[config.mk]
export PLATFORM = sky130hd
export DESIGN_NAME = fetchStage
export DESIGN_NICKNAME = d
export VERILOG_FILES = /design/src/design/cpuPkg.sv /design/src/design/fetchStage.sv
export VERILOG_INCLUDE_DIRS = /design/src /design/src/design
export SDC_FILE = /design/constraint.sdc
export NUM_CORES = 2
export LEC_CHECK = 0
export ABC_AREA = 1
export BUFFER_PORTS_ARGS = -buffer_cell sky130_fd_sc_hd__buf_2
export CORE_ASPECT_RATIO = 1.25
export CORE_UTILIZATION = 57
export CTS_CLUSTER_SIZE = 8
export DETAILED_ROUTE_END_ITERATION = 7
export PLACE_DENSITY_LB_ADDON = 0.25
export SLEW_MARGIN = 10
export SYNTH_ARGS = -nofsm -noshare
export SYNTH_HDL_FRONTEND = slang
export SYNTH_SLANG_ARGS = --single-unit
[constraint.sdc]
create_clock -name Clk -period 5.93 [get_ports Clk]
set_clock_uncertainty 0.1 [all_clocks]
set_input_delay 1.4825 -clock Clk [delete_from_list [all_inputs] [get_ports Clk]]
set_output_delay 1.4825 -clock Clk [all_outputs]
set_load 0.02 [all_outputs]
[src/design/cpu_params.svh]
`ifndef CPU_PARAMS_SVH
`define CPU_PARAMS_SVH

//////////////////////////////////////////////////////////////////////
// Core sizing
//////////////////////////////////////////////////////////////////////

// Data path and address width, one word
`define CPU_XLEN 32

// Instruction memory, in words
`define CPU_IMEM_DEPTH 64

// Data memory, in words
`define CPU_DMEM_DEPTH 64

// Both memories are word addressed from a byte address,
// so bits [1:0] of any address are ignored

`endif

[src/design/cpuPkg.sv]
`default_nettype none

`include "cpu_params.svh"

package cpuPkg;

   // ALU operations, PASSB covers instructions with no arithmetic result
   typedef enum logic [2:0] {
      aluAdd,
      aluSub,
      aluAnd,
      aluOr,
      aluSlt,
      aluPassB
   } aluOpT;

   //////////////////////////////////////////////////////////////////////
   // Instruction word views
   //////////////////////////////////////////////////////////////////////

   typedef struct packed {
      logic [5:0]  opcode;
      logic [4:0]  rs;
      logic [4:0]  rt;
      logic [4:0]  rd;
      logic [4:0]  shamt;
      logic [5:0]  funct;
   } rFieldsT;

   typedef struct packed {
      logic [5:0]  opcode;
      logic [4:0]  rs;
      logic [4:0]  rt;
      logic [15:0] imm16;
   } iFieldsT;

   // Same fetched word seen as R-type or I-type
   typedef union packed {
      rFieldsT rFields;
      iFieldsT iFields;
   } instrWord;

   //////////////////////////////////////////////////////////////////////
   // Control and pipeline registers
   //////////////////////////////////////////////////////////////////////

   typedef struct packed {
      logic  regWrite;
      logic  memRead;
      logic  memWrite;
      logic  memToReg;
      logic  aluSrc;
      logic  branch;
      logic  jump;
      aluOpT aluOp;
   } ctrlT;

   typedef struct packed {
      logic                 valid;
      logic [`CPU_XLEN-1:0] pcPlus4;
      instrWord             instr;
   } ifIdT;

   typedef struct packed {
      logic                 valid;
      ctrlT                 ctrl;
      logic [`CPU_XLEN-1:0] pcPlus4;
      logic [`CPU_XLEN-1:0] readA;
      logic [`CPU_XLEN-1:0] readB;
      logic [`CPU_XLEN-1:0] imm;
      logic [4:0]           rs;
      logic [4:0]           rt;
      logic [4:0]           dest;
   } idExT;

   // Only the control bits still needed after execute
   typedef struct packed {
      logic                 regWrite;
      logic                 memRead;
      logic                 memWrite;
      logic                 memToReg;
      logic [`CPU_XLEN-1:0] aluResult;
      logic [`CPU_XLEN-1:0] storeData;
      logic [4:0]           dest;
   } exMemT;

   typedef struct packed {
      logic                 regWrite;
      logic                 memToReg;
      logic [`CPU_XLEN-1:0] aluResult;
      logic [`CPU_XLEN-1:0] loadData;
      logic [4:0]           dest;
   } memWbT;

   // Register write bus, also used for forwarding and debug
   typedef struct packed {
      logic                 valid;
      logic [4:0]           dest;
      logic [`CPU_XLEN-1:0] data;
   } wbT;

   typedef struct packed {
      logic                 taken;
      logic [`CPU_XLEN-1:0] target;
   } redirectT;

endpackage

`default_nettype wire

[src/design/fetchStage.sv]
`timescale 1ns/1ps
`default_nettype none

`include "cpu_params.svh"

module fetchStage (
   input  logic                 Clk,
   input  logic                 reset,
   input  logic                 imemWe,
   input  logic [`CPU_XLEN-1:0] imemAddr,
   input  logic [`CPU_XLEN-1:0] imemData,
   input  logic                 stall,
   input  cpuPkg::redirectT     redirect,
   output cpuPkg::ifIdT         ifId
);

   localparam int imemAw = $clog2(`CPU_IMEM_DEPTH);

   logic [`CPU_XLEN-1:0] pc;
   logic [`CPU_XLEN-1:0] pcPlus4;
   logic [`CPU_XLEN-1:0] pcNext;
   logic [`CPU_XLEN-1:0] imem [0:`CPU_IMEM_DEPTH-1];

   assign pcPlus4 = pc + `CPU_XLEN'd4;

   // Redirect wins, then stall holds the PC
   assign pcNext = redirect.taken ? redirect.target :
                   stall          ? pc              : pcPlus4;

   always_ff @(posedge Clk) begin
      if (reset) begin
         pc <= '0;
      end else begin
         pc <= pcNext;
      end
   end

   // Load port, byte address like the PC
   always_ff @(posedge Clk) begin
      if (imemWe) begin
         imem[imemAddr[imemAw+1:2]] <= imemData;
      end
   end

   //////////////////////////////////////////////////////////////////////
   // IF/ID register
   //////////////////////////////////////////////////////////////////////

   always_ff @(posedge Clk) begin
      if (reset || redirect.taken) begin
         ifId.valid <= 1'b0;
      end else if (!stall) begin
         ifId.valid <= 1'b1;
      end
      if (!stall) begin
         ifId.pcPlus4 <= pcPlus4;
         ifId.instr   <= imem[pc[imemAw+1:2]];
      end
   end

endmodule

`default_nettype wire

Word-level counts from Yosys, hierarchy flattened
Memories as Yosys holds them, arrays and structs flattened. A register that Yosys moved wholly into a read port is not among the register bits.
Cells that the tools add are included.
{ "classes": {"n_lt_le_gt_ge": 0, "div": 0, "bitwise": 0, "mul": 0, "add_sub_neg": 1, "eq_ne": 1, "muxes": 4, "n_reduce_logical": 2, "shift": 0} }
{ "op_table": {"columns": ["operator", "n"], "rows": [
  ["32-bit 2-to-1 mux", 2],
  ["32-bit by 3-bit adder with 32-bit output, second input constant", 1],
  ["1-bit 2-to-1 mux", 2],
  ["2-bit by 1-bit inequality test with 1-bit output, second input constant", 1],
  ["1-bit zero test", 1],
  ["1-bit logical OR", 1]
]} }
{ "word_totals": {"latch_bits": 0, "ff_bits": 65, "output_inout_bits": 65, "rom_bits": 0, "n_memories": 1, "ramBits": 2048, "word_cells": 12} }
{ "mem_list": {"columns": ["memory", "words", "width", "read_ports", "rd_clocked_by_memory_dff", "wr", "line_no", "text"], "rows": [
  ["imem", 64, 32, 1, 1, 1, "fetchStage.sv:22", "logic [`CPU_XLEN-1:0] imem [0:`CPU_IMEM_DEPTH-1];"]
]} }

Longest topological paths before layout
{ "depth": {"depth_word": 3, "mapped_depth": 17, "ltp_nobuf": 13} }

Worst setup path before layout
Ideal clock, no wire load.
{ "synth_timing": {"path_type": "input port to flip-flop", "start": "input imemWe", "end": "memory imem[48][0] in the netlist's numbering, enable pin", "slack_ns": 0.218, "stages": 3, "setup_ns": 0.502, "t_required_ns": 5.328, "arrival_ns": 5.110, "path_cell_list": "clkbuf_1 -> nand4_1 -> nor4_1"} }
{ "synth_via": {"elab_chain_cells": 2} }
{ "synth_lines": {"columns": ["element", "line_no", "text"], "rows": [
  ["from (decl)", "fetchStage.sv:9", "input logic imemWe,"],
  ["1-bit 2-to-1 mux", "fetchStage.sv:40", "if (imemWe) begin"],
  ["1-bit 2-to-1 mux (implied by the code)", "fetchStage.sv:41", "imem[imemAddr[imemAw+1:2]] <= imemData;"],
  ["to (decl)", "fetchStage.sv:22", null]
]} }
Every way passes these cells.

==> reports/summary.md <==
The run finished with clean final reports. The worst hold path passes through 0 cells. The detail route stage leaves a number of antenna-violating nets equal to 0. For the via count of the first global-routing pass, the log shows 59600. The die extent in y works out to 445 um. Along the worst path, the maximum fanout reaches 76. In this run the number of H-tree levels came out at 5. The width of the die works out to 357 um. Cell type with the largest total area after synthesis: sky130_fd_sc_hd__edfxtp_1.

The logs give 0.307 for the global routing usage summed across all routing layers and 159000 um^2 for the die outline area. After detailed routing, the number of remaining DRC violations is 0. The critical path runs through a total of 14 cells. During synthesis, Yosys emitted a total of 0 warnings. The detailed router's first-iteration violation count was 7772; the area growth from synthesis to final layout was 12.5%. On the critical path, the stage with the largest delay is an instance of sky130_fd_sc_hd__dfxtp_4.

For this run, the top clock speed supported by timing is 234 MHz. For the post-placement worst setup slack, the log shows 1620 ps. The clock slew at the register clock pins of the worst setup and hold paths came out at 50 ps. The number of setup buffers added after CTS is 0, and the post-synthesis instance total is 8292. Across all hold checks on the routed design, the worst slack comes to 321 ps.

The signal on the critical path passes through inv_8, nand2_2, inv_4, buf_4, nand2_1, nand2_1, inv_1, nand2_1, nand2_1, nand2_1, inv_1, nand2_1, nand2_1, nand2_1. After filler insertion, the fill cell instance count of the layout stands at 11400. Setup violations remaining at the end of the flow were counted as 0. The delay of the slowest critical-path stage was 1010 ps; the share of the synthesized area in the top cell type was 0.707. The type of the worst setup path was reg2reg. The first global-routing pass estimated 360 mm of wire. Together, buffers and inverters on the worst path number 5. The logs give 0.647 for the utilization after layout and 0 for the count of final max-slew check failures. Average cell area after synthesis: 10.8 um^2. The run gives 0 as the total congestion overflow after global routing. The wire length per cell after detailed routing works out to 23.1 um.

No sink is reached through more buffers than the 4 on the longest clock path. The final layout contains routed wiring with a total length of 244 mm. After synthesis the netlist holds a flip-flop and latch count of 2145. The starting density of the core came out at 0.575. Data arrives at the worst endpoint at 4830 ps. The fraction of final layout cells with drive strength greater than 1 is 0.0848, and the largest net degree at the start of global routing is 194. The tools report the number of hold-repair buffers added at the cts stage as 0. Grouping stages by cell kind, the critical path spends the most delay in buffers and inverters.

Counting distinct cell types in the post-synthesis netlist gives 31. The detailed router placed 60800 vias in this run. For the number of nets at the end of the flow, the log shows 8565.

Fraction of the yosys area taken by sequential cells: 0.714. TritonCTS built the clock tree. Dividing the detail-routed via count by the number of cells gives 5.76. The worst slew margin relative to its limit is 0.143. The post-synthesis instance area is 89700 um^2. The worst setup path is launched from a register.

Hold violation total from the final report: 0. The total power divided by cell area works out to 346 nW/um^2. CTS placed an instance of sky130_fd_sc_hd__clkbuf_16 at the clock tree root. For this design the top-level I/O count stands at 166. After legalization and detailed placement, the total HPWL measured 126 mm. The run gives 6 as the detailed-router iteration count before antenna repair. STA classifies the critical path endpoint as a register. The tools report the net count after synthesis as 8394.

At the end of routability-driven placement, the weighted congestion stood at 0.888. STA puts the critical path data required time at 6480 ps. For the pin with the worst max-slew slack, the measured transition is 1270 ps. For the standard cell core area, the log shows 156000 um^2. For the number of antenna violations at the first check in global routing, the log shows 8.

Across the run, the number of max-cap violations was 0. Measured in cells, the most critical reg-to-reg path has a length of 14. Yosys attributes the largest share of cell area to sky130_fd_sc_hd__edfxtp_1 71%, sky130_fd_sc_hd__nand2_1 14%, sky130_fd_sc_hd__nand3_1 6.5%. Post-CTS repair changed the size of 0 cells. Among the stages of the critical path, the cell type that occurs most often is sky130_fd_sc_hd__nand2_1. Row generation in the floorplan step produced 162 rows. The total CTS buffers came out at 318. The run gives 40.1 nW as the reported leakage power. The min-delay analysis places its worst path in the category reg2reg.

The total power after layout is 34.9 mW, and the clock net sink count is 2145. The later pin in the worst-skew pair is clocked with a latency of 930 ps. The smallest clock period supported by the final layout is computed as 4270 ps.

Number of port buffers: 139. Setup repair after global routing left no endpoint under its margin. VDD sags by at most 0.324 mV. The tools report the post-route setup TNS as 0 ps. The worst path meets setup with 1660 ps of slack. The share of the clock period used by the worst path came out at 0.721.
==> path summary, 6_finish.rpt <==
path,from,end,slack (ps)
max,pc[3],ifId[15],1660
min,pc[1],ifId[33],320
max reg2reg,pc[3],ifId[15],1660
min reg2reg,pc[1],ifId[33],320
==> cell usage in the layout, fill, tap and decap left out, types with 28 or more instances in the layout <==
| cell type | n |
|---|---|
| sky130_fd_sc_hd__o21ai_0 | 43 |
| sky130_fd_sc_hd__clkbuf_1 | 28 |
| sky130_fd_sc_hd__edfxtp_1 | 2112 |
| sky130_fd_sc_hd__clkbuf_16 | 325 |
| sky130_fd_sc_hd__nor2_1 | 161 |
| sky130_fd_sc_hd__nor2_4 | 62 |
| sky130_fd_sc_hd__nand3_1 | 1167 |
| sky130_fd_sc_hd__nand2_1 | 3353 |
| sky130_fd_sc_hd__inv_1 | 737 |
| sky130_fd_sc_hd__a21oi_1 | 83 |
| sky130_fd_sc_hd__dfxtp_1 | 29 |
| sky130_fd_sc_hd__buf_2 | 139 |
| sky130_fd_sc_hd__buf_4 | 128 |
==> layer usage <==
| metal | part of all wire | GRT usage |
|---|---|---|
| met5 | 0.000033 | 0 |
| met4 | 0.046 | 0.146 |
| met3 | 0.11 | 0.0616 |
| met2 | 0.47 | 0.482 |
| met1 | 0.38 | 0.411 |
==> final cells by class <==
type / count / area [um^2] / area share
tap: 2050 / 2560 / 0.0254
timing repair buffer: 288 / 2080 / 0.0206
multi-input combinational: 4959 / 21000 / 0.208
clock inverter: 7 / 76.3 / 0.000756
antenna: 4 / 10.0 / 0.0000992
clock buffer: 353 / 8240 / 0.0816
sequential: 2145 / 64100 / 0.635
inverter: 751 / 2850 / 0.0283
==> stage by stage <==
stage | cell area [um^2] | std cells
2_1_floorplan | 89700 | 8292
3_3_place_gp | 92600 | 10200
3_5_place_dp | 92600 | 10200
4_1_cts | 101000 | 10600
5_1_grt | 101000 | 10600
6_report | 101000 | 10600
==> worst reg2reg max path, cell delays in order (launching register included) <==
cell and delay, ps:
sky130_fd_sc_hd__dfxtp_4 1010, sky130_fd_sc_hd__inv_8 450, sky130_fd_sc_hd__nand2_2 660, sky130_fd_sc_hd__inv_4 430, sky130_fd_sc_hd__buf_4 400, sky130_fd_sc_hd__nand2_1 90
sky130_fd_sc_hd__nand2_1 50, sky130_fd_sc_hd__inv_1 50, sky130_fd_sc_hd__nand2_1 140, sky130_fd_sc_hd__nand2_1 110, sky130_fd_sc_hd__nand2_1 90, sky130_fd_sc_hd__inv_1 190
sky130_fd_sc_hd__nand2_1 80, sky130_fd_sc_hd__nand2_1 110, sky130_fd_sc_hd__nand2_1 70
==> state kept, by name, summed over array words and instances, names as in the netlist <==
signal / flops
pc: 32
imem: 2048
ifId: 65
==> synthesized netlist by cell type <==
| cell type | number |
|---|---|
| sky130_fd_sc_hd__nand2_1 | 3353 |
| sky130_fd_sc_hd__edfxtp_1 | 2112 |
| sky130_fd_sc_hd__nand3_1 | 1167 |
| sky130_fd_sc_hd__inv_1 | 740 |
| sky130_fd_sc_hd__nor2_1 | 220 |
| sky130_fd_sc_hd__buf_2 | 165 |
| sky130_fd_sc_hd__clkbuf_1 | 132 |
| sky130_fd_sc_hd__a21oi_1 | 83 |
| sky130_fd_sc_hd__buf_4 | 70 |
| sky130_fd_sc_hd__buf_1 | 49 |
| sky130_fd_sc_hd__o21ai_0 | 43 |
| sky130_fd_sc_hd__dfxtp_1 | 33 |
| sky130_fd_sc_hd__buf_6 | 20 |
| sky130_fd_sc_hd__nor3_1 | 15 |
| sky130_fd_sc_hd__or2_2 | 14 |
| sky130_fd_sc_hd__xor2_1 | 13 |
| sky130_fd_sc_hd__nand4_1 | 9 |
| sky130_fd_sc_hd__a22o_1 | 8 |
| sky130_fd_sc_hd__a31oi_1 | 8 |
| sky130_fd_sc_hd__nor4_1 | 8 |
| sky130_fd_sc_hd__inv_2 | 6 |
| sky130_fd_sc_hd__clkinv_1 | 5 |
| sky130_fd_sc_hd__xnor2_1 | 4 |
| sky130_fd_sc_hd__nor2_2 | 3 |
| sky130_fd_sc_hd__nor2_4 | 3 |
| sky130_fd_sc_hd__and2_1 | 2 |
| sky130_fd_sc_hd__o21ai_1 | 2 |
| sky130_fd_sc_hd__or2_1 | 2 |
| sky130_fd_sc_hd__clkbuf_2 | 1 |
| sky130_fd_sc_hd__ha_1 | 1 |
| sky130_fd_sc_hd__nand2_2 | 1 |
==> power by group <==
| part | internal [mW] | total, mW | switching [mW] |
|---|---|---|---|
| logic | 0.568 | 2.34 | 1.77 |
| registers | 16.9 | 17.0 | 0.116 |
| clock network | 9.61 | 15.6 | 5.95 |
| total | 27.0 | 34.9 | 7.84 |
==> cells by family (layout without fill, tap and decap cells) <==
logic type | Yosys count | in the layout | share of synthesized area
xor+xnor | 17 | 17 | 0.00166
fa+ha+maj | 1 | 1 | 0.000139
compound gates | 144 | 144 | 0.00848
simple gates | 4797 | 4797 | 0.219
buf+inv | 1188 | 1399 | 0.0566
other cells | 0 | 4 | 0
flops | 2145 | 2145 | 0.714
Note: power is estimated with default switching activity, not from simulation.
