$ cat src/design/cpu_params.svh
`ifndef CPU_PARAMS_SVH
`define CPU_PARAMS_SVH

//////////////////////////////////////////////////////////////////////
// Core sizing
//////////////////////////////////////////////////////////////////////

// Data path and address width, one word
`define CPU_XLEN 32

// Instruction memory, in words
`define CPU_IMEM_DEPTH 64

// Data memory, in words
`define CPU_DMEM_DEPTH 64

// Both memories are word addressed from a byte address,
// so bits [1:0] of any address are ignored

`endif

$ cat src/design/cpuPkg.sv
`default_nettype none

`include "cpu_params.svh"

package cpuPkg;

   // ALU operations, PASSB covers instructions with no arithmetic result
   typedef enum logic [2:0] {
      aluAdd,
      aluSub,
      aluAnd,
      aluOr,
      aluSlt,
      aluPassB
   } aluOpT;

   //////////////////////////////////////////////////////////////////////
   // Instruction word views
   //////////////////////////////////////////////////////////////////////

   typedef struct packed {
      logic [5:0]  opcode;
      logic [4:0]  rs;
      logic [4:0]  rt;
      logic [4:0]  rd;
      logic [4:0]  shamt;
      logic [5:0]  funct;
   } rFieldsT;

   typedef struct packed {
      logic [5:0]  opcode;
      logic [4:0]  rs;
      logic [4:0]  rt;
      logic [15:0] imm16;
   } iFieldsT;

   // Same fetched word seen as R-type or I-type
   typedef union packed {
      rFieldsT rFields;
      iFieldsT iFields;
   } instrWord;

   //////////////////////////////////////////////////////////////////////
   // Control and pipeline registers
   //////////////////////////////////////////////////////////////////////

   typedef struct packed {
      logic  regWrite;
      logic  memRead;
      logic  memWrite;
      logic  memToReg;
      logic  aluSrc;
      logic  branch;
      logic  jump;
      aluOpT aluOp;
   } ctrlT;

   typedef struct packed {
      logic                 valid;
      logic [`CPU_XLEN-1:0] pcPlus4;
      instrWord             instr;
   } ifIdT;

   typedef struct packed {
      logic                 valid;
      ctrlT                 ctrl;
      logic [`CPU_XLEN-1:0] pcPlus4;
      logic [`CPU_XLEN-1:0] readA;
      logic [`CPU_XLEN-1:0] readB;
      logic [`CPU_XLEN-1:0] imm;
      logic [4:0]           rs;
      logic [4:0]           rt;
      logic [4:0]           dest;
   } idExT;

   // Only the control bits still needed after execute
   typedef struct packed {
      logic                 regWrite;
      logic                 memRead;
      logic                 memWrite;
      logic                 memToReg;
      logic [`CPU_XLEN-1:0] aluResult;
      logic [`CPU_XLEN-1:0] storeData;
      logic [4:0]           dest;
   } exMemT;

   typedef struct packed {
      logic                 regWrite;
      logic                 memToReg;
      logic [`CPU_XLEN-1:0] aluResult;
      logic [`CPU_XLEN-1:0] loadData;
      logic [4:0]           dest;
   } memWbT;

   // Register write bus, also used for forwarding and debug
   typedef struct packed {
      logic                 valid;
      logic [4:0]           dest;
      logic [`CPU_XLEN-1:0] data;
   } wbT;

   typedef struct packed {
      logic                 taken;
      logic [`CPU_XLEN-1:0] target;
   } redirectT;

endpackage

`default_nettype wire

$ cat src/design/executeStage.sv
`timescale 1ns/1ps
`default_nettype none

`include "cpu_params.svh"

module executeStage (
   input  logic             Clk,
   input  logic             reset,
   input  cpuPkg::idExT     idEx,
   input  cpuPkg::wbT       wb,
   output cpuPkg::exMemT    exMem,
   output cpuPkg::redirectT redirect
);

   logic [`CPU_XLEN-1:0] opA;
   logic [`CPU_XLEN-1:0] opB;
   logic [`CPU_XLEN-1:0] aluB;
   logic [`CPU_XLEN-1:0] aluResult;
   logic [`CPU_XLEN-1:0] branchTarget;
   logic [`CPU_XLEN-1:0] jumpTarget;
   logic                 branchTaken;

   // Newest producer wins, EX/MEM before writeback
   function automatic logic [`CPU_XLEN-1:0] forwardOperand(
      input logic [4:0]           src,
      input logic [`CPU_XLEN-1:0] idVal,
      input cpuPkg::exMemT        exMemQ,
      input cpuPkg::wbT           wbQ
   );
      logic [`CPU_XLEN-1:0] result;
      result = idVal;
      if (exMemQ.regWrite && exMemQ.dest == src) begin
         result = exMemQ.aluResult;
      end else if (wbQ.valid && wbQ.dest == src) begin
         result = wbQ.data;
      end
      return result;
   endfunction

   //////////////////////////////////////////////////////////////////////
   // Operand selection and ALU
   //////////////////////////////////////////////////////////////////////

   assign opA  = forwardOperand(idEx.rs, idEx.readA, exMem, wb);
   assign opB  = forwardOperand(idEx.rt, idEx.readB, exMem, wb);
   assign aluB = idEx.ctrl.aluSrc ? idEx.imm : opB;

   always_comb begin
      case (idEx.ctrl.aluOp)
         cpuPkg::aluAdd:   aluResult = opA + aluB;
         cpuPkg::aluSub:   aluResult = opA - aluB;
         cpuPkg::aluAnd:   aluResult = opA & aluB;
         cpuPkg::aluOr:    aluResult = opA | aluB;
         cpuPkg::aluSlt:   aluResult = {{(`CPU_XLEN-1){1'b0}}, $signed(opA) < $signed(aluB)};
         cpuPkg::aluPassB: aluResult = aluB;
         default:          aluResult = '0;
      endcase
   end

   //////////////////////////////////////////////////////////////////////
   // Branch and jump resolution
   //////////////////////////////////////////////////////////////////////

   assign branchTarget = idEx.pcPlus4 + {idEx.imm[`CPU_XLEN-3:0], 2'b00};
   assign jumpTarget   = {idEx.pcPlus4[`CPU_XLEN-1:28], idEx.imm[25:0], 2'b00};
   assign branchTaken  = idEx.ctrl.branch && (opA == opB);

   // Combinational, so fetch and decode flush on the next edge
   assign redirect.taken  = idEx.valid && (branchTaken || idEx.ctrl.jump);
   assign redirect.target = idEx.ctrl.jump ? jumpTarget : branchTarget;

   // EX/MEM register
   always_ff @(posedge Clk) begin
      if (reset) begin
         exMem.regWrite <= 1'b0;
         exMem.memRead  <= 1'b0;
         exMem.memWrite <= 1'b0;
         exMem.memToReg <= 1'b0;
      end else begin
         exMem.regWrite <= idEx.valid && idEx.ctrl.regWrite;
         exMem.memRead  <= idEx.valid && idEx.ctrl.memRead;
         exMem.memWrite <= idEx.valid && idEx.ctrl.memWrite;
         exMem.memToReg <= idEx.valid && idEx.ctrl.memToReg;
      end
      exMem.aluResult <= aluResult;
      exMem.storeData <= opB;
      exMem.dest      <= idEx.dest;
   end

endmodule

`default_nettype wire

$ cat config.mk
export PLATFORM = sky130hd
export DESIGN_NAME = executeStage
export DESIGN_NICKNAME = d
export VERILOG_FILES = /design/src/design/cpuPkg.sv /design/src/design/executeStage.sv
export VERILOG_INCLUDE_DIRS = /design/src /design/src/design
export SDC_FILE = /design/constraint.sdc
export NUM_CORES = 1
export LEC_CHECK = 0
export ABC_AREA = 1
export BUFFER_PORTS_ARGS = -buffer_cell sky130_fd_sc_hd__buf_2
export CAP_MARGIN = 25
export CORE_MARGIN = 1
export CORE_UTILIZATION = 47
export DETAILED_ROUTE_END_ITERATION = 16
export PLACE_DENSITY = 0.72
export REMOVE_ABC_BUFFERS = 1
export SLEW_MARGIN = 40
export SYNTH_ARGS = -nofsm -noshare
export SYNTH_HDL_FRONTEND = slang
export SYNTH_SLANG_ARGS = --single-unit
export TNS_END_PERCENT = 1
$ cat constraint.sdc
create_clock -name Clk -period 8.2 [get_ports Clk]
set_clock_uncertainty 0.15 [all_clocks]
set_input_delay 0.41 -clock Clk [delete_from_list [all_inputs] [get_ports Clk]]
set_output_delay 0.41 -clock Clk [all_outputs]
set_load 0.01 [all_outputs]
### Word-level counts from Yosys, hierarchy flattened

Index checks and enable logic that the tools add are counted.

* output and inout port bits: 106
* logic and storage cells: 42
* register bits after elaboration: 73
* input port bits: 194

* eq/ne operators: 10
* $lt $le $gt $ge: 1
* multiplexer cells: 7
* $add $sub $neg: 3
* bitwise gates (word level): 2
* reductions and logical operators: 12

Operator list (count)
* 2-to-1 mux 32 bit: 6
* case mux 32 bit (6 select lines): 1
* adder 32 bit: 2
* bitwise AND 32 bit: 1
* equality test 32 bit: 1
* < comparator 32 bit: 1
* bitwise OR 32 bit: 1
* subtractor 32 bit: 1
* equality test 5 bit: 4
* logical AND 1 bit: 10
* equality test 3 x 2 -> 1 bit, second input constant: 2
* equality test 3 bit, second input constant: 2
* equality test 3 x 1 -> 1 bit, second input constant: 1
* zero test 3 bit: 1
* logical OR 1 bit: 1

### Depth between registers and ports, before layout

* word-level depth: 8
* mapped depth: 31
* gate-level depth less buffers: 29

### Least setup slack after synthesis

Ideal clock, no wire load.

* path kind: in2reg
* from: in idEx[5] (netlist bit)
* to: reg exMem[66] (netlist bit)
* slack: 4.384 ns
* stages on the path: 27
* arrival time: 3.545 ns
* path through: inv_1 > nand2_1 > nand2_1 > nor2_1 > nand3_1 > clkbuf_1 > o21ai_0 > nand2_1 > o21ai_0 > nand2_1 > o21ai_0 > inv_1 > ha_1 > or2_2 > o21ai_1 > a21oi_1 > inv_1 > nand2_1 > nand2_1 > nand2_1 > nand2_1 > nand3_1 > or2_1 > nand2_1 > nand2_1 > nand3_1 > nand3_1

* cells in the longest elaborated chain, start to end: 7
* elaborated cells on any way between the ends: 12

RTL lines
* start: declaration: line executeStage.sv:9 `input cpuPkg::idExT idEx,`
* equality test 5 bit: line executeStage.sv:34 `end else if (wbQ.valid && wbQ.dest == src) begin`
* logical AND 1 bit: line executeStage.sv:34
* 2-to-1 mux 32 bit: line executeStage.sv:34
* 2-to-1 mux 32 bit (*): line executeStage.sv:32 `if (exMemQ.regWrite && exMemQ.dest == src) begin`
* 2-to-1 mux 32 bit (*): line executeStage.sv:46 `assign aluB = idEx.ctrl.aluSrc ? idEx.imm : opB;`
* subtractor 32 bit (tied with other cells): line executeStage.sv:51 `cpuPkg::aluSub: aluResult = opA - aluB;`
* case mux 32 bit (6 select lines) (*): line executeStage.sv:49 `case (idEx.ctrl.aluOp)`
* named net aluResult[29]: line executeStage.sv:18 `` logic [`CPU_XLEN-1:0] aluResult; ``
* end: declaration: line executeStage.sv:11 `output cpuPkg::exMemT exMem,`

The timed path passes the listed nets; every way through them passes the cells marked *.
A chain may end at the register's enable or synchronous reset.

### Final worst setup path

* from: reg exMem[1] (netlist bit)
* to: reg exMem[61] (netlist bit)

* cells in the longest elaborated chain, start to end: 6
* elaborated cells on any way between the ends: 12

RTL lines (line)
* equality test 5 bit: executeStage.sv:32
* logical AND 1 bit: executeStage.sv:32
* 2-to-1 mux 32 bit: executeStage.sv:32
* 2-to-1 mux 32 bit: executeStage.sv:46
* subtractor 32 bit (tied with other cells): executeStage.sv:51
* case mux 32 bit (6 select lines) (*): executeStage.sv:49
* named net aluResult[24]: executeStage.sv:18

Marked as above.

==> results.json <==
{
  "drtAntennaViolNets": 0,
  "timing.rr.end": "exMem[61]",
  "largest_reg_flops": 73,
  "synth_common_cells": "660 x nand2_1, 334 x inv_1, 225 x nor2_1",
  "viasPerCell": 5.60,
  "ys_seq_elements": 73,
  "grt_first_pass_wirelength_mm": 77.6,
  "clock_tree.buffer_depth": 2,
  "core_area_um2": 25400,
  "die_h_um": 164,
  "worstSetupPathType": "reg2reg",
  "die-area_um2": 26800,
  "cts_buffers": 9,
  "synth-edff-count": 0,
  "setup_viol": 0,
  "postSynthCellCount": 2247,
  "post-route-util_pct": 56.1,
  "dpl.hpwl_mm": 41.3,
  "htreeDepth": 3,
  "pwr_density_cell_nw_per_um2": 131,
  "multiInputGateArea_um2": 9170,
  "synth-adder-area-share_pct": 13.9,
  "use_met2_pct": 61.5,
  "yosys-top-cells-area": "nand2_1 20%, ha_1 13%, dfxtp_1 12%",
  "setup_slack_ns": 2.98,
  "start_util_pct": 48.4,
  "async_flop_share_pct": 0,
  "avgSynthCellArea_um2": 5.47,
  "reg2regPathDepth": 24,
  "rsz0062_at_grt": "false",
  "ys_seq_area_share_pct": 11.9,
  "synth_compound_area_share_pct": 20.6,
  "hold_violations": 0,
  "num_vias": 15784,
  "yosys.area_share.simple_pct": 38.9,
  "netlist.area_leader.share_pct": 20.1,
  "ys.flop_type": "dfxtp_1",
  "grt_max_degree": 86,
  "fin_setup_tns_ns": 0,
  "crit_arrival_ns": 5.31,
  "path_clk_slew_ns": 0.07,
  "min_path_cells": 1,
  "cts_num_sinks": 73,
  "grt_pass1_vias": 14370,
  "fin_crit_sh_pct": 63.7,
  "drt_iter0_markers": 1519,
  "drc": 0,
  "regArea_um2": 1460,
  "worstHoldEndpoint": "exMem[0]",
  "min_path_type": "in2reg",
  "r2r_slack_ns": 2.98,
  "clockRootBuffer": "clkbuf_16",
  "gr-usage-all-layers_pct": 37.8,
  "routedWlPerCell_um": 18.4,
  "fp-row-count": 58,
  "yosysMostFrequentCell": "nand2_1",
  "top_usage_layer": "met2",
  "crit_fanout": 58,
  "power_w": 0.00186,
  "hold_ws_ns": 0.00428,
  "routed_wl_mm": 51.8,
  "synth.cell_area_um2": 12300,
  "dp_worst_setup_slack_ns": 2.89,
  "drive_gt1_share_pct": 15.8,
  "yosysUniqueCellTypes": 52,
  "outcome": "finished clean",
  "met1_usage_pct": 49.8,
  "gp_congestion": 1.03,
  "cellLeakagePower_nw": 8.11,
  "max_slew_margin_pct": 42.8,
  "synth_largest_area_cell": "nand2_1",
  "drtPass1Iterations": 7,
  "synthXorXnorAreaFrac_pct": 0.854,
  "nFillCells": 2685,
  "num-nets-final": 2815,
  "ir_worst_vdd_mv": 0.104,
  "pin_count": 300,
  "portBuffers": 299,
  "cts_tree": "done",
  "antenna_found_initial": 3,
  "timing.critical_path.from": "exMem[1]",
  "fin_crit_ns": 5.22,
  "antennaDiodeCount": 0,
  "maxClockFrequency_mhz": 192,
  "min_from": "idEx[0]",
  "synth.area.mux_share_pct": 0,
  "ys_warn_count": 0,
  "cp.required_ns": 8.29,
  "worstSetupStartpointType": "flop",
  "rr_startpoint": "exMem[1]",
  "clk_latency_ns": 0.36,
  "area_growth_pct": 15.9,
  "overflow": 0,
  "synth_top_family_by_area": "simple AND/OR/NAND/NOR gates",
  "max_cap_violations": 0,
  "regMostFlops": "exMem",
  "slew_viol_final": 0,
  "dieWidth_um": 164,
  "use_met3_pct": 6.14,
  "cts_resized": 0,
  "worst_pin_slew_ns": 0.853,
  "largestRegisters": "exMem (73)",
  "cp-end-kind": "flop"
}
==> power breakdown <==
group | leakage [nW] | total [W] | internal, W | switching [W]
clock network | 0.144 | 0.000442 | 0.000240 | 0.000202
registers | 0.613 | 0.000428 | 0.000394 | 0.0000348
logic | 7.36 | 0.000993 | 0.000326 | 0.000666
total | 8.11 | 0.00186 | 0.000960 | 0.000903
==> per-stage QoR <==
step	area [um2]	std cells
floorplan	11900	2161
global placement	13900	2804
detailed placement	13900	2804
CTS	14300	2821
global route	14300	2821
finish	14300	2821
==> cells by family after synthesis <==
family,count (synthesis)
AND/OR/NAND/NOR,1135
buffers and inverters,431
AO/OA/AOI/OAI,461
XOR/XNOR,12
adder cells (fa/ha/maj),135
flip-flops,73
==> area by class of cell <==
cell class | instances | area share (%)
Timing Repair Buffer | 314 | 11.3
Multi-Input combinational cell | 1743 | 64.3
Clock buffer | 9 | 1.58
Inverter | 345 | 9.09
Tap cell | 330 | 2.90
Clock inverter | 7 | 0.553
Sequential cell | 73 | 10.2
==> critical path, stage by stage (launching register included) <==
cell and delay, ns:
dfxtp_1 0.38, inv_1 0.07, nand2_1 0.05, nand2_1 0.09, a21oi_1 0.24, nand3_4 0.41
buf_4 0.48, or2_2 0.35, nand2_1 0.12, nand2_1 0.05, o21ai_0 0.12, inv_1 0.13
ha_1 0.26, fa_1 0.45, nand2_1 0.10, nand2_1 0.05, o21ai_0 0.20, inv_1 0.13
a21oi_1 0.25, o21ai_1 0.22, a21o_1 0.25, a21o_1 0.17, or2_1 0.20, nand3_1 0.06
nand3b_1 0.07
==> layout by cell type (no fill, tap or decap), types with 4 or more instances in the layout <==
master,instances
nand2_1,660
inv_1,334
buf_2,299
nor2_1,225
a21oi_1,195
o21ai_0,160
ha_1,132
nand3_1,106
dfxtp_1,73
nand4_1,66
or2_2,33
o21ai_1,23
o211ai_1,13
a31oi_1,13
buf_4,13
nor3_1,11
clkbuf_16,9
xor2_1,8
o21a_1,8
a21o_1,8
nand2_2,7
nor4_1,7
inv_2,6
a221oi_1,6
o21bai_1,6
o2111ai_1,6
a21boi_0,5
clkinv_1,4
o22ai_1,4
xnor2_1,4
==> per-layer routing <==
layer	share of wire [%]	wire length, um	vias up
met5	0	0	-
met4	3.2	1670	0
met3	10	5440	113
met2	44	22900	811
met1	42	21800	7125
li1	-	-	7735
==> what timing repair did <==
action / CTS / global route
buffers inserted: 0 / 0
hold buffers: 1 / 0
endpoints found under the hold margin: 1 / 0
endpoints found under the setup margin: 0 / 0
==> worst max path at each step <==
stage / endpoint / cells past startpoint
4_1_cts: exMem[61] / 24
5_1_grt: exMem[61] / 24
2_1_floorplan: exMem[66] / 26
3_3_place_gp: exMem[64] / 19
6_report: exMem[61] / 24
3_5_place_dp: exMem[66] / 29
No activity file was read; power rests on OpenSTA's default activity.
