`src/design/cpu_params.svh`:
```
`ifndef CPU_PARAMS_SVH
`define CPU_PARAMS_SVH

//////////////////////////////////////////////////////////////////////
// Core sizing
//////////////////////////////////////////////////////////////////////

// Data path and address width, one word
`define CPU_XLEN 32

// Instruction memory, in words
`define CPU_IMEM_DEPTH 64

// Data memory, in words
`define CPU_DMEM_DEPTH 64

// Both memories are word addressed from a byte address,
// so bits [1:0] of any address are ignored

`endif

```
`src/design/cpuPkg.sv`:
```
`default_nettype none

`include "cpu_params.svh"

package cpuPkg;

   // ALU operations, PASSB covers instructions with no arithmetic result
   typedef enum logic [2:0] {
      aluAdd,
      aluSub,
      aluAnd,
      aluOr,
      aluSlt,
      aluPassB
   } aluOpT;

   //////////////////////////////////////////////////////////////////////
   // Instruction word views
   //////////////////////////////////////////////////////////////////////

   typedef struct packed {
      logic [5:0]  opcode;
      logic [4:0]  rs;
      logic [4:0]  rt;
      logic [4:0]  rd;
      logic [4:0]  shamt;
      logic [5:0]  funct;
   } rFieldsT;

   typedef struct packed {
      logic [5:0]  opcode;
      logic [4:0]  rs;
      logic [4:0]  rt;
      logic [15:0] imm16;
   } iFieldsT;

   // Same fetched word seen as R-type or I-type
   typedef union packed {
      rFieldsT rFields;
      iFieldsT iFields;
   } instrWord;

   //////////////////////////////////////////////////////////////////////
   // Control and pipeline registers
   //////////////////////////////////////////////////////////////////////

   typedef struct packed {
      logic  regWrite;
      logic  memRead;
      logic  memWrite;
      logic  memToReg;
      logic  aluSrc;
      logic  branch;
      logic  jump;
      aluOpT aluOp;
   } ctrlT;

   typedef struct packed {
      logic                 valid;
      logic [`CPU_XLEN-1:0] pcPlus4;
      instrWord             instr;
   } ifIdT;

   typedef struct packed {
      logic                 valid;
      ctrlT                 ctrl;
      logic [`CPU_XLEN-1:0] pcPlus4;
      logic [`CPU_XLEN-1:0] readA;
      logic [`CPU_XLEN-1:0] readB;
      logic [`CPU_XLEN-1:0] imm;
      logic [4:0]           rs;
      logic [4:0]           rt;
      logic [4:0]           dest;
   } idExT;

   // Only the control bits still needed after execute
   typedef struct packed {
      logic                 regWrite;
      logic                 memRead;
      logic                 memWrite;
      logic                 memToReg;
      logic [`CPU_XLEN-1:0] aluResult;
      logic [`CPU_XLEN-1:0] storeData;
      logic [4:0]           dest;
   } exMemT;

   typedef struct packed {
      logic                 regWrite;
      logic                 memToReg;
      logic [`CPU_XLEN-1:0] aluResult;
      logic [`CPU_XLEN-1:0] loadData;
      logic [4:0]           dest;
   } memWbT;

   // Register write bus, also used for forwarding and debug
   typedef struct packed {
      logic                 valid;
      logic [4:0]           dest;
      logic [`CPU_XLEN-1:0] data;
   } wbT;

   typedef struct packed {
      logic                 taken;
      logic [`CPU_XLEN-1:0] target;
   } redirectT;

endpackage

`default_nettype wire

```
`src/design/decodeStage.sv`:
```
`timescale 1ns/1ps
`default_nettype none

`include "cpu_params.svh"

module decodeStage (
   input  logic             Clk,
   input  logic             reset,
   input  cpuPkg::ifIdT     ifId,
   input  cpuPkg::wbT       wb,
   input  cpuPkg::redirectT redirect,
   output logic             stall,
   output cpuPkg::idExT     idEx
);

   // Opcodes
   localparam logic [5:0] opRType = 6'h00;
   localparam logic [5:0] opJ     = 6'h02;
   localparam logic [5:0] opBeq   = 6'h04;
   localparam logic [5:0] opAddi  = 6'h08;
   localparam logic [5:0] opOri   = 6'h0D;
   localparam logic [5:0] opLw    = 6'h23;
   localparam logic [5:0] opSw    = 6'h2B;

   // R-type function codes
   localparam logic [5:0] functAdd = 6'h20;
   localparam logic [5:0] functSub = 6'h22;
   localparam logic [5:0] functAnd = 6'h24;
   localparam logic [5:0] functOr  = 6'h25;
   localparam logic [5:0] functSlt = 6'h2A;

   cpuPkg::instrWord     instr;
   cpuPkg::ctrlT         ctrl;
   logic [4:0]           rs;
   logic [4:0]           rt;
   logic [4:0]           dest;
   logic [`CPU_XLEN-1:0] imm;
   logic [`CPU_XLEN-1:0] readA;
   logic [`CPU_XLEN-1:0] readB;
   logic                 issue;
   logic [`CPU_XLEN-1:0] regFile [0:31];

   assign instr = ifId.instr;
   assign rs    = instr.iFields.rs;
   assign rt    = instr.iFields.rt;

   //////////////////////////////////////////////////////////////////////
   // Control decode
   //////////////////////////////////////////////////////////////////////

   always_comb begin
      ctrl       = '0;
      ctrl.aluOp = cpuPkg::aluPassB;
      dest       = instr.iFields.rt;
      imm        = {{(`CPU_XLEN-16){instr.iFields.imm16[15]}}, instr.iFields.imm16};
      case (instr.rFields.opcode)
         opRType: begin
            ctrl.regWrite = 1'b1;
            dest          = instr.rFields.rd;
            case (instr.rFields.funct)
               functAdd: ctrl.aluOp = cpuPkg::aluAdd;
               functSub: ctrl.aluOp = cpuPkg::aluSub;
               functAnd: ctrl.aluOp = cpuPkg::aluAnd;
               functOr:  ctrl.aluOp = cpuPkg::aluOr;
               functSlt: ctrl.aluOp = cpuPkg::aluSlt;
               default:  ctrl.regWrite = 1'b0;
            endcase
         end
         opAddi: begin
            ctrl.regWrite = 1'b1;
            ctrl.aluSrc   = 1'b1;
            ctrl.aluOp    = cpuPkg::aluAdd;
         end
         opOri: begin
            ctrl.regWrite = 1'b1;
            ctrl.aluSrc   = 1'b1;
            ctrl.aluOp    = cpuPkg::aluOr;
            imm           = {{(`CPU_XLEN-16){1'b0}}, instr.iFields.imm16};
         end
         opLw: begin
            ctrl.regWrite = 1'b1;
            ctrl.memRead  = 1'b1;
            ctrl.memToReg = 1'b1;
            ctrl.aluSrc   = 1'b1;
            ctrl.aluOp    = cpuPkg::aluAdd;
         end
         opSw: begin
            ctrl.memWrite = 1'b1;
            ctrl.aluSrc   = 1'b1;
            ctrl.aluOp    = cpuPkg::aluAdd;
         end
         opBeq: begin
            ctrl.branch = 1'b1;
            ctrl.aluOp  = cpuPkg::aluSub;
         end
         opJ: begin
            // 26-bit target spans rs, rt and imm16
            ctrl.jump = 1'b1;
            imm = {{(`CPU_XLEN-26){1'b0}}, instr.iFields.rs, instr.iFields.rt,
                   instr.iFields.imm16};
         end
         default: ;
      endcase
      // Writes to r0 are dropped here for good
      if (dest == 5'd0) begin
         ctrl.regWrite = 1'b0;
      end
   end

   //////////////////////////////////////////////////////////////////////
   // Register file with r0 reading zero and a same-cycle writeback bypass
   //////////////////////////////////////////////////////////////////////

   always_ff @(posedge Clk) begin
      if (wb.valid) begin
         regFile[wb.dest] <= wb.data;
      end
   end

   assign readA = (rs == 5'd0)                ? '0      :
                  (wb.valid && wb.dest == rs) ? wb.data : regFile[rs];
   assign readB = (rt == 5'd0)                ? '0      :
                  (wb.valid && wb.dest == rt) ? wb.data : regFile[rt];

   // Load in EX feeding the instruction in decode
   assign stall = idEx.valid && idEx.ctrl.memRead && ifId.valid &&
                  (idEx.dest == rs || idEx.dest == rt);

   assign issue = ifId.valid && !stall && !redirect.taken;

   // ID/EX register takes a bubble on stall or redirect
   always_ff @(posedge Clk) begin
      if (reset) begin
         idEx.valid <= 1'b0;
         idEx.ctrl  <= '0;
      end else begin
         idEx.valid <= issue;
         idEx.ctrl  <= issue ? ctrl : '0;
      end
      idEx.pcPlus4 <= ifId.pcPlus4;
      idEx.readA   <= readA;
      idEx.readB   <= readB;
      idEx.imm     <= imm;
      idEx.rs      <= rs;
      idEx.rt      <= rt;
      idEx.dest    <= dest;
   end

endmodule

`default_nettype wire

```
`config.mk`:
```
export PLATFORM = sky130hd
export DESIGN_NAME = decodeStage
export DESIGN_NICKNAME = d
export VERILOG_FILES = /design/src/design/cpuPkg.sv /design/src/design/decodeStage.sv
export VERILOG_INCLUDE_DIRS = /design/src /design/src/design
export SDC_FILE = /design/constraint.sdc
export NUM_CORES = 1
export LEC_CHECK = 0
export BUFFER_PORTS_ARGS = -buffer_cell sky130_fd_sc_hd__buf_2
export CAP_MARGIN = 20
export CORE_UTILIZATION = 61
export DETAILED_ROUTE_END_ITERATION = 16
export PLACE_DENSITY = 0.8
export SETUP_SLACK_MARGIN = 0.1
export SKIP_CTS_REPAIR_TIMING = 1
export SLEW_MARGIN = 5
export SYNTH_ARGS = -nofsm -noshare
export SYNTH_HDL_FRONTEND = slang
export SYNTH_SLANG_ARGS = --single-unit
```
`constraint.sdc`:
```
create_clock -name Clk -period 3.7 [get_ports Clk]
set_clock_uncertainty 0.2 [all_clocks]
set_input_delay 0.74 -clock Clk [delete_from_list [all_inputs] [get_ports Clk]]
set_output_delay 0.74 -clock Clk [all_outputs]
set_load 0.02 [all_outputs]
```
---- Word-level counts from Yosys, hierarchy flattened ----
Memory sizes are Yosys's and may differ from the RTL's. A register that Yosys moved wholly into a read port is not among the register bits.
Cells that the tools add are included.
W data, S select, Z words.
cells by class
  equal/unequal tests ..................... 13
  multiplexer cells ....................... 13
  bitwise logic cells ..................... 1
  reductions and logical operators ........ 18
operators with widths
  cell                  count
  $pmux W32 S2          1
  $eq A6 B6 Y1 const B  7
  $logic_not A5 Y1      3
  $pmux W3 S5           1
  $eq A6 B4 Y1 const B  2
  $pmux W3 S4           1
  $eq A5 B5 Y1          2
  $reduce_or A3 Y1      3
  $mux W1               8
  $eq A6 B2 Y1 const B  1
  $eq A6 B3 Y1 const B  1
  $logic_not A6 Y1      1
  $logic_and A1 B1 Y1   5
  $mux W5               1
  $reduce_or A5 Y1      1
  $reduce_or A4 Y1      1
  $logic_not A1 Y1      2
  $pmux W1 S2           1
  $reduce_or A2 Y1      1
  $logic_or A1 B1 Y1    1
  $not A1 Y1            1
word-level totals
  register bits after elaboration ......... 89
  bits in writable memories ............... 1,024
  input bits .............................. 138
  output and inout bits ................... 155
  logic and storage cells ................. 59
  memories ................................ 1
memory list
  name     depth  width  rd ports  clocked after memory_dff  wr ports  RTL line           RTL
  regFile  32     32     2         2                         1         decodeStage.sv:41  logic [`CPU_XLEN-1:0] regFile [0:31];

---- Logic depth before layout (Yosys ltp) ----
Gate-level depths: netlist of run 1.
  word-level depth ........................ 8
  gate-level depth with buffers ........... 9
  gate-level depth less buffers ........... 5

---- Worst setup path after synthesis of run 1 ----
No wires, ideal clock.
  path type ............................... input -> register
  from .................................... input port wb[32] in the netlist's numbering
  to ...................................... memory regFile[28][0] in the netlist's numbering, enable pin
  setup time .............................. 421 ps
  arrival time ............................ 2,909 ps
  required time ........................... 3,079 ps
  path slack .............................. 170 ps
  cell stages on the path ................. 4
  buffers on the path ..................... 2
  cell sequence ........................... clkbuf_1 -> or3b_2 -> clkbuf_1 -> nor2_1
RTL lines
  element          RTL line           RTL
  start, declared  decodeStage.sv:10  input cpuPkg::wbT wb,
  end, declared    decodeStage.sv:41
Straight into the memory's write port.

---- Final worst setup path of run 1 ----
  from .................................... input port ifId[16] in the netlist's numbering
  to ...................................... output port stall
between the ends
  word-level cells in the longest chain between the ends .. 3
ends and longest elaborated chain
  element              RTL line            RTL
  start, declared      decodeStage.sv:9    input cpuPkg::ifIdT ifId,
  $eq A5 B5 Y1         decodeStage.sv:127  (idEx.dest == rs || idEx.dest == rt);
  $logic_or A1 B1 Y1   decodeStage.sv:127
  $logic_and A1 B1 Y1  decodeStage.sv:126  assign stall = idEx.valid && idEx.ctrl.memRead && ifId.valid &&
  end, declared        decodeStage.sv:12   output logic stall,
Every way passes these cells.

==> results of run 1 <==
-- per-layer routing --
metal	routed length [µm]	vias up	track usage, %
met1	50400	16400	47.3
met3	24500	630	12.4
met5	86	-	0
li1	-	12500	-
met2	70800	3098	55.0
met4	9030	12	19.1
-- through the flow --
step                total power, W  instances  util (%)  hold WS [ps]  worst slack [ps]
global route                0.0301       4286      71.4          5.38               582
CTS                         0.0294       4238      70.9         -95.3               683
global placement            0.0176       4018      66.1           609               555
finish                      0.0294       4287      71.4          17.6               657
floorplan                   0.0166       2791         -           568               170
detailed placement          0.0176       4018      66.1           628               502
-- flip-flops by register name (all words and copies together), names as in the netlist --
register and count:
regFile 1024, idEx 148
-- path summary, 6_finish.rpt --
kind	startpoint	slack [ps]	depth (start not counted)	to
setup / recovery	ifId[16]	660	6	stall
hold / removal	ifId[12]	20	1	idEx[27]
setup reg to reg	regFile[14][30]	1680	5	idEx[109]
hold reg to reg	idEx[149]	650	2	idEx[153]
-- critical path, stage by stage --
cell and delay [ps]:
buf_8 390, xnor2_1 190, nand3_1 90, o22ai_1 230, and4_1 220, buf_2 160
-- cells in the final DEF, fill, tap and decap left out, types with 19 or more instances in the layout --
cell,count
edfxtp_1,1024
buf_2,254
xnor2_1,19
a221o_1,31
a221oi_1,125
clkinv_2,19
a32o_1,32
o21ai_0,95
mux2i_1,254
clkbuf_1,32
nor2_1,114
a21oi_1,37
buf_12,52
dlygate4sd3_1,43
mux4_2,387
a22oi_1,31
o22ai_1,129
buf_4,79
clkbuf_8,20
dfxtp_1,148
clkbuf_16,124
nor2_4,36
-- power by group through the flow --
stage               Clock [W]  Sequential [W]  Combinational [W]
detailed placement          0          0.0151            0.00252
finish                 0.0120          0.0149            0.00263
global route           0.0125          0.0149            0.00273
global placement            0          0.0151            0.00247
floorplan                   0          0.0152            0.00135
CTS                    0.0120          0.0148            0.00255
-- cell type report --
class | count | area (µm²) | share of cell area, %
Clock buffer | 177 | 3510 | 5.97
Antenna cell | 6 | 15.0 | 0.0256
Tap cell | 1070 | 1340 | 2.28
Multi-Input combinational cell | 1379 | 16300 | 27.8
Clock inverter | 43 | 419 | 0.714
Sequential cell | 1172 | 33700 | 57.4
Timing Repair Buffer | 432 | 3390 | 5.77
Inverter | 8 | 30.0 | 0.0511
-- kinds of logic (layout without fill, tap and decap cells) --
| logic type | count (synthesis) | after routing |
|---|---|---|
| buffers and inverters | 240 | 660 |
| DFF | 1172 | 1172 |
| muxes | 644 | 644 |
| xor gates and xnor gates | 21 | 21 |
| and+or+nand+nor | 216 | 216 |
| AOI/OAI and AO/OA | 498 | 498 |
| other | 0 | 6 |
==> flow_metrics.tcl, run 1 <==
set metrics [dict create \
    outcome "finished, final reports clean" \
    syn_to_final_growth_pct 15.8 \
    synth_edf_count 1024 \
    maxCapViolations 0 \
    power_frac_seq_pct 50.5 \
    drive_above_1_share_pct 31.6 \
    muxShareOfSynthArea_pct 22.3 \
    relSlewSlack_pct 42.0 \
    num_vias 32700 \
    coreArea_um2 82200 \
    netlist_top_cells_count "1024 x edfxtp_1, 387 x mux4_2, 254 x mux2i_1, 150 x nor2_1, 148 x dfxtp_1" \
    syn_nets 2929 \
    rsz0062_at_grt "false" \
    io_pins 293 \
    grt_pass1_vias 32600 \
    row_count 105 \
    design_area_um2 58700 \
    min_path_type "in2reg" \
    cts_tree "built" \
    fin_setup_tns_ps 0 \
    io_buffer_count 260 \
    hold_viol 0 \
    peakVddDrop_mv 0.493 \
    drtPass1Iterations 6 \
    placed_area_um2 54400 \
    period_needed_ps 3040 \
    worstMarginPinSlew_ps 870 \
    synth_area_leader_cell "edfxtp_1" \
    drc 0 \
    pwr-share-comb_pct 8.9 \
    critPathMaxFanout 40 \
    wl_per_cell_um 36.1 \
    avgViaCountPerCell 7.63 \
    p_int_w 0.0226 \
    clkPwrFrac_pct 40.6 \
    synth_fa_ha_area_share_pct 0 \
    grt_pass1_wl_mm 220 \
    netlist_top_cells_area "edfxtp_1 61%, mux4_2 17%, dfxtp_1 5.8%" \
    drt_iter0_drc 5549 \
    gr-total-overflow 0 \
    initial_utilization_pct 61.7 \
    p_per_area_nw_per_um2 501 \
    routed_wl_mm 155 \
    postSynthAreaPerCell_um2 18.2 \
    place_congestion 0.926 \
    setup_violations 0 \
    worstPathArrival_ps 2100 \
    synth_ff_type "edfxtp_1" \
    endpoint_kind "output port" \
    synth_simple_gate_area_share_pct 1.91 \
    period_share_pct 82.2 \
    die-width_um 290 \
    cp.required_ps 2760 \
    fillers 4780 \
    synthXorXnorAreaFrac_pct 0.363 \
    antenna_found_initial 16 \
    antenna_left 0 \
    grt_max_degree 83 \
    synth_top_family_by_area "multiplexers" \
    fp.dieH_um 290 \
    worstSetupStartpointType "primary input" \
    cts_root_buf "clkbuf_16" \
    gr-usage-all-layers_pct 36.4 \
    max_clock_freq_mhz 329 \
    ys_seq_area_share_pct 66.4 \
    async_reset_ff_share_pct 0 \
    synth_most_common_cell "edfxtp_1" \
    yosysWarnings 0 \
    switchingPower_w 0.00685 \
    slew_violations 0 \
    yosysTopAreaCellShare_pct 60.6 \
    synth_cells 2791 \
    dieArea_um2 84300 \
    ys_ff_latch 1172 \
    swShare_pct 23.3 \
    netlist_area_um2 50700 \
    yosysUniqueCellTypes 47 \
    clk_latency_ps 710 \
    fin_nets 3248 \
    synth-compound-area-share_pct 7.03 \
    critPathKind "in2out" \
    p_leak_nw 19.8 \
    htreeDepth 3 \
    clock_sinks 1172 \
    cts-buffers-inserted 117 \
    cts.path.max_buffers 3 \
    place_hpwl_mm 84.3 \
    cts.clk_slew.worst_paths_ps 60 \
]
(Power assumes the default switching activity.)
==> inputs of run 2 (changes only) <==
--- a/config.mk
+++ b/config.mk
@@ -8,9 +8,9 @@
 export LEC_CHECK = 0
 export BUFFER_PORTS_ARGS = -buffer_cell sky130_fd_sc_hd__buf_2
 export CAP_MARGIN = 20
-export CORE_UTILIZATION = 61
+export CORE_UTILIZATION = 55
 export DETAILED_ROUTE_END_ITERATION = 16
-export PLACE_DENSITY = 0.8
+export PLACE_DENSITY = 0.76
 export SETUP_SLACK_MARGIN = 0.1
 export SKIP_CTS_REPAIR_TIMING = 1
 export SLEW_MARGIN = 5
==> constraint.sdc (replaced) <==
create_clock -name Clk -period 2.6 [get_ports Clk]
set_clock_uncertainty 0.2 [all_clocks]
set_input_delay 0.52 -clock Clk [delete_from_list [all_inputs] [get_ports Clk]]
set_output_delay 0.52 -clock Clk [all_outputs]
set_load 0.02 [all_outputs]
==> flow_metrics.tcl, run 2 (same netlist as run 1, synthesis figures left out) <==
set metrics [dict create \
    dieArea_um2 93500 \
    antenna_left 0 \
    worstSetupStartpointType "flop" \
    io_buffer_count 260 \
    peakVddDrop_mv 0.650 \
    layout.cells.non_filler 4555 \
    worstMarginPinSlew_ps 618 \
    fp.dieH_um 306 \
    place_congestion 0.930 \
    max_clock_freq_mhz 384 \
    hold_viol 0 \
    p_leak_nw 20.8 \
    path_buf_inv 1 \
    clock_sinks 1172 \
    cts_root_buf "clkbuf_16" \
    regMostFlops "regFile" \
    gr-total-overflow 0 \
    drt_iter0_drc 5445 \
    fin_nets 3395 \
    syn_to_final_growth_pct 20.0 \
    drive_above_1_share_pct 34.9 \
    drc 0 \
    grt_max_degree 45 \
    reg_top3 "regFile: 1024 flops, idEx: 148 flops" \
    initial_utilization_pct 55.4 \
    slew_violations 0 \
    p_per_area_nw_per_um2 692 \
    outcome "finished with violations" \
    largest_reg_flops 1024 \
    fillers 5794 \
    cts.path.max_buffers 3 \
    cp_cell_sequence "xnor2_2, nand3_1, o22ai_4, and4_1, buf_6" \
    worstPathArrival_ps 1880 \
    critPathKind "reg2out" \
    cts_tree "built" \
    coreArea_um2 91500 \
    maxCapViolations 0 \
    routed_wl_mm 161 \
    avgViaCountPerCell 7.31 \
    relSlewSlack_pct 58.8 \
    htreeDepth 3 \
    layout_commonest_cell "edfxtp_1" \
    final_util_pct 66.5 \
    endpoint_kind "output port" \
    setup_violations 1 \
    placed_cells 4269 \
    violations "setup timing" \
    clk_latency_ps 720 \
    cts.clk_slew.worst_paths_ps 60 \
    antenna_found_initial 16 \
    num_vias 33300 \
    die-width_um 306 \
    mostFrequentLayoutCells "1024 x edfxtp_1, 387 x mux4_2, 254 x mux2i_1" \
    grt_pass1_wl_mm 227 \
    place_hpwl_mm 94.3 \
    critPathMaxFanout 3 \
    io_pins 293 \
    cp.required_ps 1880 \
    drtPass1Iterations 5 \
    period_needed_ps 2600 \
    grt_pass1_vias 33100 \
    cts-buffers-inserted 115 \
    gr-usage-all-layers_pct 34.1 \
    wl_per_cell_um 35.3 \
    rsz0062_at_grt "true" \
    crit_slowest_cell "dfxtp_4" \
    row_count 111 \
    min_path_type "in2reg" \
    critPathTopFamily "simple AND/OR/NAND/NOR gates" \
    setup_slack_ps -2.24 \
    critPathMaxStageDelay_ps 370 \
    period_share_pct 100 \
]
## run 2: changes by cell type in the layout (fill, tap and decap cells not counted), sizes merged
| cell | change |
|---|---|
| buf | +135 |
| bufinv | +3 |
| clkbuf | -10 |
| clkinv | -1 |
| clkinvlp | +6 |
| diode | +4 |
| dlygate4sd3 | +14 |
| inv | +1 |
## run 2: path summary, 6_finish.rpt
path,slack [ps],to,cells past startpoint,from
min reg2reg,680,idEx[153],2,idEx[149]
min,30,idEx[5],2,ifId[16]
max reg2reg,520,idEx[98],4,regFile[15][19]
max,-2,stall,5,idEx[0]
## run 2: cell type report
class                   instances  area (µm²)  share of cell area, %
well taps                    1186        1480                   2.44
clock buffers                 167        3350                   5.51
clock inverters                52         526                  0.863
flip-flops and latches       1172       33700                   55.4
multi-input cells            1379       16400                   26.9
diodes                         10        25.0                 0.0411
repair buffers                581        5350                   8.79
inverters                       8        30.0                 0.0493
## run 2: where the power goes
part           leakage, nW  switching (W)  internal [W]
combinational         8.38        0.00238       0.00170
clock                 1.92        0.00718       0.00976
sequential            10.5       0.000275        0.0209
total                 20.8        0.00983        0.0323
## run 2: layer usage
layer	track usage, %	wire length (µm)	vias up
met2	52.7	74800	3109
li1	-	-	12800
met4	16.1	8420	10
met3	10.1	23700	595
met1	44.6	53800	16800
met5	0	68	-
## run 2: per-stage QoR
stage               TNS, ps  hold WS, ps  cell area [µm²]  power [W]  setup WS, ps
global route          -78.2         14.2            60900     0.0431         -78.2
global placement       -109          422            56300     0.0253         -75.3
CTS                    -216         -326            60200     0.0421          -216
detailed placement     -382          424            56300     0.0254          -110
floorplan            -73950          348            50900     0.0236          -207
finish                -2.24         28.8            60900     0.0422         -2.24
